[src/cpuPkg.sv]
// CPU package
// Shared word and field types, instruction field positions, branch
// condition codes and the ALU operation encoding
`default_nettype none

package cpuPkg;

        typedef logic [31:0] word_t;
        typedef logic [3:0]  regIdx_t;
        typedef logic [4:0]  opcode_t;
        typedef logic [1:0]  cond_t;

        // Instruction fields
        localparam int raHi   = 26;
        localparam int raLo   = 23;
        localparam int rbHi   = 22;
        localparam int rbLo   = 19;
        localparam int rcHi   = 18;
        localparam int rcLo   = 15;
        localparam int condHi = 20;
        localparam int condLo = 19;
        localparam int cHi    = 18;
        localparam int cLo    = 0;

        // Branch conditions held in the low bits of the rb field
        localparam cond_t condZero     = 2'b00;
        localparam cond_t condNonzero  = 2'b01;
        localparam cond_t condPositive = 2'b10;
        localparam cond_t condNegative = 2'b11;

        typedef enum logic [4:0] {
                opNop = 5'b00000,
                opAdd = 5'b00001,
                opSub = 5'b00010,
                opShr = 5'b00101,
                opShl = 5'b00110,
                opAnd = 5'b01010,
                opOr  = 5'b01011,
                opNeg = 5'b01100,
                opNot = 5'b01111
        } aluOp_e;

        // Sign-extended constant C from an instruction word
        function automatic word_t constC(input word_t ir);
                return {{(31 - cHi){ir[cHi]}}, ir[cHi:cLo]};
        endfunction

endpackage

`default_nettype wire

[src/busIf.sv]
// Internal bus bundle
// Carries the shared bus, the IR word and the words that feed the bus
// multiplexer, plus the condition flag
`timescale 1ns/1ps
`default_nettype none

interface busIf import cpuPkg::*; ();

        word_t busValue;
        word_t irWord;
        word_t regValue;
        word_t mdrValue;
        logic  conFlag;

        modport core (
                output busValue, irWord,
                input  regValue, mdrValue, conFlag
        );

        modport regs (input busValue, irWord, output regValue);

        modport cond (input busValue, irWord, output conFlag);

        modport mem (input busValue, output mdrValue);

endinterface

`default_nettype wire

[src/conditionLogic.sv]
// Branch condition logic
// Tests the bus against the IR condition field and holds the result
// in the condition flip-flop until the next conIn
`timescale 1ns/1ps
`default_nettype none

module conditionLogic import cpuPkg::*; (
        input  logic clk,
        input  logic rstN,
        input  logic conIn,
        busIf.cond   bus
);

        cond_t cond;
        logic  isZero;
        logic  condMet;

        assign cond   = bus.irWord[condHi:condLo];
        assign isZero = (bus.busValue == '0);

        always_comb begin
                case (cond)
                        condZero:     condMet = isZero;
                        condNonzero:  condMet = !isZero;
                        condPositive: condMet = !bus.busValue[31] && !isZero;
                        default:      condMet = bus.busValue[31];
                endcase
        end

        always_ff @(posedge clk or negedge rstN) begin
                if (!rstN) begin
                        bus.conFlag <= 1'b0;
                end else if (conIn) begin
                        bus.conFlag <= condMet;
                end
        end

endmodule

`default_nettype wire

[src/flat_wrapper.sv]
// flat-port wrapper written by rule: the top's interface ports become plain ports
module conditionLogic_flat import cpuPkg::*;
  (clk, rstN, conIn, bus_busValue, bus_irWord, bus_conFlag);
  busIf bus_i ();
  input  logic clk;
  input  logic rstN;
  input  logic conIn;
  input wire logic [$bits(bus_i.busValue)-1:0] bus_busValue;
  input wire logic [$bits(bus_i.irWord)-1:0] bus_irWord;
  output wire logic [$bits(bus_i.conFlag)-1:0] bus_conFlag;
  assign bus_i.busValue = bus_busValue;
  assign bus_i.irWord = bus_irWord;
  assign bus_conFlag = bus_i.conFlag;
  conditionLogic u_core (.clk(clk), .rstN(rstN), .conIn(conIn), .bus(bus_i));
endmodule
[config.mk]
export PLATFORM = sky130hd
export DESIGN_NAME = conditionLogic_flat
export DESIGN_NICKNAME = d
export VERILOG_FILES = /design/src/cpuPkg.sv /design/src/busIf.sv /design/src/conditionLogic.sv /design/src/flat_wrapper.sv
export SDC_FILE = /design/constraint.sdc
export NUM_CORES = 1
export LEC_CHECK = 0
export BUFFER_PORTS_ARGS = -buffer_cell sky130_fd_sc_hd__clkbuf_2
export CAP_MARGIN = 25
export CELL_PAD_IN_SITES_DETAIL_PLACEMENT = 1
export CELL_PAD_IN_SITES_GLOBAL_PLACEMENT = 1
export CORE_MARGIN = 5
export CORE_UTILIZATION = 10
export CTS_BUF_LIST = sky130_fd_sc_hd__clkbuf_4
export DETAILED_ROUTE_END_ITERATION = 7
export HOLD_SLACK_MARGIN = 0.12
export PLACE_DENSITY = 0.95
export SYNTH_ARGS = -nofsm -noshare
export SYNTH_HDL_FRONTEND = slang
export SYNTH_SLANG_ARGS = --single-unit
[constraint.sdc]
create_clock -name clk -period 0.8 [get_ports clk]
set_clock_uncertainty 0.1 [all_clocks]
set_input_delay 0.08 -clock clk [delete_from_list [all_inputs] [get_ports clk]]
set_output_delay 0.08 -clock clk [all_outputs]
set_load 0.01 [all_outputs]
==> impl_results.md <==
- Critical R2R Capture: u_core.bus.conFlag$_DFFE_PN0P_
- Worst relative slew slack: between 80% and 90%
- Die width: ~50 um
- Vias after detailed routing: 340
- Top Registers: u_core.bus.conFlag x1
- Crit Path Category: in2reg
- Slew Limit Fails: 0
- Core box area: 1490 um^2
- PwrDens: around 540 nW/um^2
- Syn Nets: 85
- CP cell instances: clkbuf_2, nor4_1, nand4_1, o32ai_2, a31oi_1
- Biggest register: u_core.bus.conFlag
- Worst slew pin tran: between 0.2 and 0.3 ns
- CP required: roughly 0.57 ns
- Setup crit start kind: input port
- #FFs+latches synth: 1
- Status: complete, but fails checks
- First-pass GRT wire length: approximately 1.7 mm
- Antenna violations before repair: 0
- Gr ovfl total: 0
- Die Span Y: just under 50 um
- Max Cap Violations: 0
- Worst skew pair latency: 0 ns
- Syn Std Cell Area: about 160 um^2
- Routed Antenna Nets: 0
- Crit end category: flip-flop
- Hold Path Class: in2async
- Post-synthesis sequential area ratio: ~16%
- Slowest-stage cell, CP: nor4_1
- Async SR Flop Fraction: 100%
- Starting density of the core: 10.4%
- DRC Markers: 0
- FP Rows: 14
- CP max stage delay: about 0.29 ns
- Ant. Diodes: 0
- Avg Cell Area, Syn: ~8.6 um^2
- Synth Warn #: 0
- Post-synth top area share: roughly 24%
- Port Buffers: 37
- DR iter-0 viols: 0
- Peak Freq: a little over 800 MHz
- Vias in the first global route: about 410
- Num ports: 68
- Number of synthesized flops with an enable pin: 0
- Cell taking the most area after synthesis: nor4_2
- Reg2Reg Setup Slack: roughly 0.050 ns
- Worst IR Drop VDD: 0.000295 V
- Final RePlAce weighted congestion: 0.721
- Most frequent cells after synthesis: nor4_1, nor4_2, nand4_1
- Worst-path clk slew: 0 ns
- Drt first pass iters: 1
- Hold Vio Cnt, Final: 0
- Crit-path max FO: 2
- Design area: ~460 um^2
- Layout Cells excl Fill: 75
- Min Clock Period, post-route: roughly 1.2 ns
- Vias per cell: about 4.5
- DR WL/cell: between 10 and 15 um
- Total power: 0.000248 W
- GRT Util Overall: under 10%
- # setup viols final: 1
- Setup bufs post-CTS: 0
- Area contributors post-synth: nor4_2, nor4_1, dfrtp_1
- Failing checks: setup timing
- Final wirelength: 1.05 mm
- Top-count cell post-synth: nor4_1
- RSZ-0062 raised after global routing: true
- Final WS setup: -0.410 ns
- Reg2reg path depth: 2
- Min Hold Slack: just under 0.3 ns
- Area Growth Syn to Fin: 197%
- Reg-to-reg startpoint: u_core.bus.conFlag$_DFFE_PN0P_
- Placed Cells: 74
- DP Area: approximately 420 um^2
- Top FF cell, synth: dfrtp_1
- Synth unique cells: 11
- Post-Synthesis Cells: 18
- Nets@finish: 128
- Crit path DAT: roughly 1 ns
- Max FFs per register: 1
- Die area: approximately 2400 um^2
- Lkg Pwr: about 0.21 nW
- Fin crit share: 151%
- Fraction of layout cells with a size suffix above 1: between 70% and 80%
- Pin count of the biggest net entering global routing: 4
## layout make-up
cell class              instances  area (um^2)
fillers                       200         1030
flip-flops and latches          1         25.0
multi-input cells              17          191
well taps                      16         20.0
repair buffers                 41          224
## timing repair
item | in CTS | in global routing
endpoints found under the setup margin | 1 | 1
pin swaps | 4 | 4
hold endpoints to repair | 1 | 0
hold buffers | 1 | 0
resized for setup | 2 | 3
## cells in the final DEF (no fill, tap or decap)
cell type / Yosys / routed
a31oi_1: 1 / 1
buf_4: 0 / 3
buf_6: 0 / 1
clkbuf_2: 0 / 36
dfrtp_1: 1 / 1
dlygate4sd3_1: 0 / 1
nand3_1: 1 / 1
nand4_1: 2 / 2
nor2b_1: 1 / 1
nor4_1: 5 / 2
nor4_2: 3 / 2
nor4_4: 0 / 4
o211ai_1: 1 / 1
o32ai_2: 0 / 1
or2_0: 1 / 1
xnor2_1: 1 / 1
## kinds of logic (layout without fill, tap and decap cells)
kind of cell / count (synthesis) / in the layout / share of synthesized area, %
and+or+nand+nor: 13 / 13 / 63.7
xor gates and xnor gates: 1 / 1 / 5.65
DFF: 1 / 1 / 16.1
AOI/OAI and AO/OA: 3 / 3 / 14.5
buffers and inverters: 0 / 41 / 0
## worst max-delay path by stage
stage	start	endpoint	slack (ns)	cells after the start
floorplan	bus_busValue[5]	u_core.bus.conFlag$_DFFE_PN0P_	-0.19	4
global placement	bus_busValue[1]	u_core.bus.conFlag$_DFFE_PN0P_	-0.36	5
detailed placement	bus_busValue[24]	u_core.bus.conFlag$_DFFE_PN0P_	-0.46	5
CTS	bus_busValue[29]	u_core.bus.conFlag$_DFFE_PN0P_	-0.43	5
global route	bus_busValue[24]	u_core.bus.conFlag$_DFFE_PN0P_	-0.47	5
finish	bus_busValue[25]	u_core.bus.conFlag$_DFFE_PN0P_	-0.41	5
## report_power, final
| group | leakage [nW] | internal, W | switching, W | total (W) |
|---|---|---|---|---|
| clock | 0 | 0 | 0 | 0 |
| sequential | 0.0111 | 0.0000577 | 0.00000440 | 0.0000621 |
| combinational | 0.197 | 0.000108 | 0.0000781 | 0.000186 |
## critical path, delay by kind of cell
family | cells | cell delay (ns)
simple gates | 2 | 0.47
compound gates | 2 | 0.35
buf+inv | 1 | 0.08
## per-layer routing
layer / track usage [%] / share of wire, % / vias to the layer above
met4: 0 / 0 / 0
met2: 19.3 / 57 / 23
li1: - / - / 164
met1: 6.38 / 30 / 153
met3: 3.36 / 13 / 0
met5: 0 / 0 / -
## stage by stage
step / utilization (%) / setup TNS, ns / worst slack (ns)
3_3_place_gp: 28.2 / -0.357 / -0.357
2_1_floorplan: - / -0.189 / -0.189
6_report: 30.9 / -0.410 / -0.410
5_1_grt: 30.9 / -0.469 / -0.469
4_1_cts: 29.9 / -0.430 / -0.430
3_5_place_dp: 28.2 / -0.463 / -0.463
(Power assumes the default switching activity.)
