<file path="src/cpuPkg.sv">
// CPU package
// Shared word and field types, instruction field positions, branch
// condition codes and the ALU operation encoding
`default_nettype none

package cpuPkg;

        typedef logic [31:0] word_t;
        typedef logic [3:0]  regIdx_t;
        typedef logic [4:0]  opcode_t;
        typedef logic [1:0]  cond_t;

        // Instruction fields
        localparam int raHi   = 26;
        localparam int raLo   = 23;
        localparam int rbHi   = 22;
        localparam int rbLo   = 19;
        localparam int rcHi   = 18;
        localparam int rcLo   = 15;
        localparam int condHi = 20;
        localparam int condLo = 19;
        localparam int cHi    = 18;
        localparam int cLo    = 0;

        // Branch conditions held in the low bits of the rb field
        localparam cond_t condZero     = 2'b00;
        localparam cond_t condNonzero  = 2'b01;
        localparam cond_t condPositive = 2'b10;
        localparam cond_t condNegative = 2'b11;

        typedef enum logic [4:0] {
                opNop = 5'b00000,
                opAdd = 5'b00001,
                opSub = 5'b00010,
                opShr = 5'b00101,
                opShl = 5'b00110,
                opAnd = 5'b01010,
                opOr  = 5'b01011,
                opNeg = 5'b01100,
                opNot = 5'b01111
        } aluOp_e;

        // Sign-extended constant C from an instruction word
        function automatic word_t constC(input word_t ir);
                return {{(31 - cHi){ir[cHi]}}, ir[cHi:cLo]};
        endfunction

endpackage

`default_nettype wire

</file>
<file path="src/busIf.sv">
// Internal bus bundle
// Carries the shared bus, the IR word and the words that feed the bus
// multiplexer, plus the condition flag
`timescale 1ns/1ps
`default_nettype none

interface busIf import cpuPkg::*; ();

        word_t busValue;
        word_t irWord;
        word_t regValue;
        word_t mdrValue;
        logic  conFlag;

        modport core (
                output busValue, irWord,
                input  regValue, mdrValue, conFlag
        );

        modport regs (input busValue, irWord, output regValue);

        modport cond (input busValue, irWord, output conFlag);

        modport mem (input busValue, output mdrValue);

endinterface

`default_nettype wire

</file>
<file path="src/registerFile.sv">
// General register file
// Sixteen 32-bit registers selected by the ra, rb or rc field of the IR.
// With baOut, register 0 reads as zero for base addressing
`timescale 1ns/1ps
`default_nettype none

module registerFile import cpuPkg::*; (
        input  logic clk,
        input  logic rstN,
        input  logic gra,
        input  logic grb,
        input  logic grc,
        input  logic rIn,
        input  logic baOut,
        busIf.regs   bus
);

        word_t   regs [16];
        regIdx_t sel;

        // Field select with gra over grb over grc
        always_comb begin
                if (gra) begin
                        sel = bus.irWord[raHi:raLo];
                end else if (grb) begin
                        sel = bus.irWord[rbHi:rbLo];
                end else if (grc) begin
                        sel = bus.irWord[rcHi:rcLo];
                end else begin
                        sel = '0;
                end
        end

        always_ff @(posedge clk or negedge rstN) begin
                if (!rstN) begin
                        for (int i = 0; i < 16; i++) begin
                                regs[i] <= '0;
                        end
                end else if (rIn) begin
                        regs[sel] <= bus.busValue;
                end
        end

        assign bus.regValue = (baOut && sel == '0) ? '0 : regs[sel];

endmodule

`default_nettype wire

</file>
<file path="src/flat_wrapper.sv">
// flat-port wrapper written by rule: the top's interface ports become plain ports
module registerFile_flat import cpuPkg::*;
  (clk, rstN, gra, grb, grc, rIn, baOut, bus_busValue, bus_irWord, bus_regValue);
  busIf bus_i ();
  input  logic clk;
  input  logic rstN;
  input  logic gra;
  input  logic grb;
  input  logic grc;
  input  logic rIn;
  input  logic baOut;
  input wire logic [$bits(bus_i.busValue)-1:0] bus_busValue;
  input wire logic [$bits(bus_i.irWord)-1:0] bus_irWord;
  output wire logic [$bits(bus_i.regValue)-1:0] bus_regValue;
  assign bus_i.busValue = bus_busValue;
  assign bus_i.irWord = bus_irWord;
  assign bus_regValue = bus_i.regValue;
  registerFile u_core (.clk(clk), .rstN(rstN), .gra(gra), .grb(grb), .grc(grc), .rIn(rIn), .baOut(baOut), .bus(bus_i));
endmodule
</file>
<file path="config.mk">
export PLATFORM = sky130hd
export DESIGN_NAME = registerFile_flat
export DESIGN_NICKNAME = d
export VERILOG_FILES = /design/src/cpuPkg.sv /design/src/busIf.sv /design/src/registerFile.sv /design/src/flat_wrapper.sv
export SDC_FILE = /design/constraint.sdc
export NUM_CORES = 1
export LEC_CHECK = 0
export ABC_AREA = 1
export BUFFER_PORTS_ARGS = -buffer_cell sky130_fd_sc_hd__buf_4
export CAP_MARGIN = 40
export CELL_PAD_IN_SITES_DETAIL_PLACEMENT = 1
export CELL_PAD_IN_SITES_GLOBAL_PLACEMENT = 1
export CORE_ASPECT_RATIO = 1.4
export CORE_MARGIN = 5
export CORE_UTILIZATION = 30
export DETAILED_ROUTE_END_ITERATION = 6
export HOLD_SLACK_MARGIN = 0.02
export PLACE_DENSITY = 0.54
export SLEW_MARGIN = 20
export SYNTH_ARGS = -nofsm -noshare
export SYNTH_HDL_FRONTEND = slang
export SYNTH_SLANG_ARGS = --single-unit
</file>
<file path="constraint.sdc">
create_clock -name clk -period 4.2 [get_ports clk]
set_input_delay 0.84 -clock clk [delete_from_list [all_inputs] [get_ports clk]]
set_output_delay 0.84 -clock clk [all_outputs]
set_load 0.01 [all_outputs]
</file>
==> results.cfg <==
[synth]
yosysSeqAreaShare = 0.5218
syn-instance-count = 3294
ys.flop_type = sky130_fd_sc_hd__dfrtp_1
post_synth_num_cell_types = 25
synth_area_per_cell_sq_um = 7.455
ys_seq_elements = 512
synth-edff-count = 0
postSynth.asyncResetShare = 1.000
synth.net_count = 3365
synth.yosys.warnings = 0
post_synthesis_instance_area_sq_mm = 0.02456

[routing]
via_per_inst = 4.819
routed_wirelength_microns = 89750
wire_per_inst_microns = 20.33
remaining_drc_errors = 0
drtPass1Iterations = 5
detailedRoute.firstIterationViolations = 1093
dr_total_vias = 21270
postRouteAntennaNets = 0

[cts]
clock_tree_root_driver_cell = sky130_fd_sc_hd__clkbuf_16
clk-insertion-delay-late_ps = 640
cts_max_level = 2
hold_buffers = 0
cts_setup_buffers = 0
post_cts_resized = 0
clk_path_buf_depth = 3
numCtsBuffers = 60
tritoncts_num_sinks = 512
cts.reportedPaths.clkPinSlew_ps = 60
cts_tree = yes

[power_and_ir_drop]
switching_part_of_the_total = 0.3214
p_per_area_mw_per_mm2 = 587.4
power_switching_w = 0.005401
share_comb_of_total_power = 0.239
internal-power_w = 0.01140
pwr-share-seq = 0.435
worst_ir_drop_vdd_v = 0.0003401
clkPwrFrac = 0.326
power.static_leakage_nw = 14.15

[global_routing]
grt_overflow = 0
global_route_wire_length_before_repair_microns = 139100
antenna_violations_before_repair = 9
grt_start_max_net_pins = 98
track_usage = 0.2044
grt_pass1_vias = 22970

[floorplan]
die_w_microns = 251.8
num_io_pins = 103
design.die.area_sq_mm = 0.08776
floorplan.core_area_sq_mm = 0.08145
starting_density_of_the_core = 0.3015
dieHeight_microns = 348.5
floorplan.rows = 124

[layout]
seq_area_sq_mm = 0.01281
regMostFlops = u_core.regs
largest_registers = u_core.regs: 512 flops
n_fill_cell = 9905
final-instance-count-excl-fill = 4414
multiInputGateArea_sq_mm = 0.009672
ratio_of_cells_with_drive_above_1_in_the_final_layout = 0.08772
largest_register_ffs = 512
area_delta_synth_final_pct = 16.50
final_design_area_no_fill_sq_mm = 0.02861
design.final.nets = 3362

[critical_path]
max_stage_delay_ps = 290
criticalPathCategory = in2out
cp.required_ps = 3360
worstPathArrival_ps = 3030
path_delay_family = simple AND/OR/NAND/NOR gates
worstPathMaxFanout = 60
critPathCaptureType = output pin
start_kind = input pin
slowest_stage = sky130_fd_sc_hd__buf_12
worstPathCellList = buf_4, a21oi_1, nand2_1, nand2_8, buf_12, buf_12, nor2_1, o21ai_0, nand2_1, nand2_1, nand2_1, nor2_1, buf_4
cpMostUsedCell = sky130_fd_sc_hd__nand2_1
timing.critical_path.buf_inv = 4

[sta]
max_slew_margin = 0.3865
worstMarginPinSlew_ps = 920.2
post_route_worst_hold_slack_ps = 241.7
finalCritPeriodShare = 0.9212
rsz0062_at_grt = false
setup_total_negative_slack_ps = 0
maxSlewViolCount = 0
fmax_mhz = 258.5
setup_viol = 0
report.final.hold_viol_count = 0
fin_crit_ps = 3869
clock_skew_ps = 0

[placement]
place_area_sq_mm = 0.02656
number_of_buffers_added_on_ports = 82
dp.cells = 4300
final_weighted_congestion_of_routability_driven_global_placement = 0.7598
detailed_place_hpwl_microns = 54520

[hold_path]
classification_of_the_worst_slack_hold_path = in2async

[job]
cap_violations = 0

[status]
status = complete, no violations
worst reg2reg max path, stage by stage (launching register included):
cell and delay (ps):
sky130_fd_sc_hd__dfrtp_1 380, sky130_fd_sc_hd__nor2_1 130, sky130_fd_sc_hd__a21oi_1 50
cell families after synthesis:
family | synth area share
AO/OA/AOI/OAI | 0.1449
flip-flops | 0.5218
AND/OR/NAND/NOR | 0.2478
buffers and inverters | 0.08555
path summary, 6_finish.rpt:
check	startpoint	to	cells past startpoint	slack, ps
max in group asynchronous	rstN	u_core.regs[389]	2	2860
hold / removal	rstN	u_core.regs[363]	1	240
hold reg to reg	u_core.regs[5]	u_core.regs[5]	2	480
min in group clk	bus_busValue[2]	u_core.regs[354]	3	460
setup reg to reg	u_core.regs[217]	u_core.regs[217]	2	3500
setup / recovery	grb	bus_regValue[2]	13	330
stage by stage:
step	setup slack (ps)	total power, W	util
floorplan	1147	0.009952	-
global placement	310.7	0.01122	0.3260
detailed placement	297.5	0.01147	0.3260
CTS	284.7	0.01708	0.3511
global route	106.3	0.01803	0.3512
finish	330.8	0.01681	0.3512
synth_stat cells, types with 10 or more instances:
cell type | instances | area (sq um)
sky130_fd_sc_hd__nand3_1 | 48 | 240.2
sky130_fd_sc_hd__a21oi_1 | 102 | 510.5
sky130_fd_sc_hd__o21ai_0 | 510 | 2552
sky130_fd_sc_hd__buf_2 | 81 | 405.4
sky130_fd_sc_hd__clkbuf_1 | 111 | 416.7
sky130_fd_sc_hd__inv_1 | 283 | 1062
sky130_fd_sc_hd__dfrtp_1 | 512 | 12810
sky130_fd_sc_hd__nor2_4 | 10 | 112.6
sky130_fd_sc_hd__buf_1 | 17 | 63.81
sky130_fd_sc_hd__nand2_1 | 1229 | 4613
sky130_fd_sc_hd__nor2_1 | 260 | 975.9
sky130_fd_sc_hd__o21ai_1 | 87 | 435.4
layout by cell type (no fill, tap or decap), drive strengths merged:
master / count
clkinvlp: 1
diode: 3
nand2: 1238
nor3: 2
clkbuf: 99
a21oi: 102
nor2: 271
or2: 1
a31oi: 2
dfrtp: 512
clkinv: 4
nand3: 50
o21ai: 598
buf: 162
bufinv: 5
inv: 293
metal layers:
layer | up-vias | wire, microns | GRT usage
met2 | 277 | 46110 | 0.3798
met5 | - | 0 | 0
li1 | 10230 | - | -
met4 | 0 | 2627 | 0.05929
met1 | 10650 | 38630 | 0.2488
met3 | 113 | 2385 | 0.02296
power groups by stage:
stage / combinational (W) / clock [W] / sequential, W
floorplan: 0.00277 / 0 / 0.00718
global placement: 0.00392 / 0 / 0.00730
detailed placement: 0.00408 / 0 / 0.00740
CTS: 0.00411 / 0.00565 / 0.00732
global route: 0.00471 / 0.00584 / 0.00749
finish: 0.00402 / 0.00547 / 0.00731
layout make-up:
cell class	count	area share
Multi-Input combinational cell	2264	0.3381
Timing Repair Buffer	162	0.05721
Clock inverter	12	0.006823
Antenna cell	3	0.0002624
Tap cell	1071	0.04684
Sequential cell	512	0.4479
Inverter	291	0.03827
Clock buffer	99	0.06464
Power figures use the tool's default switching activity.
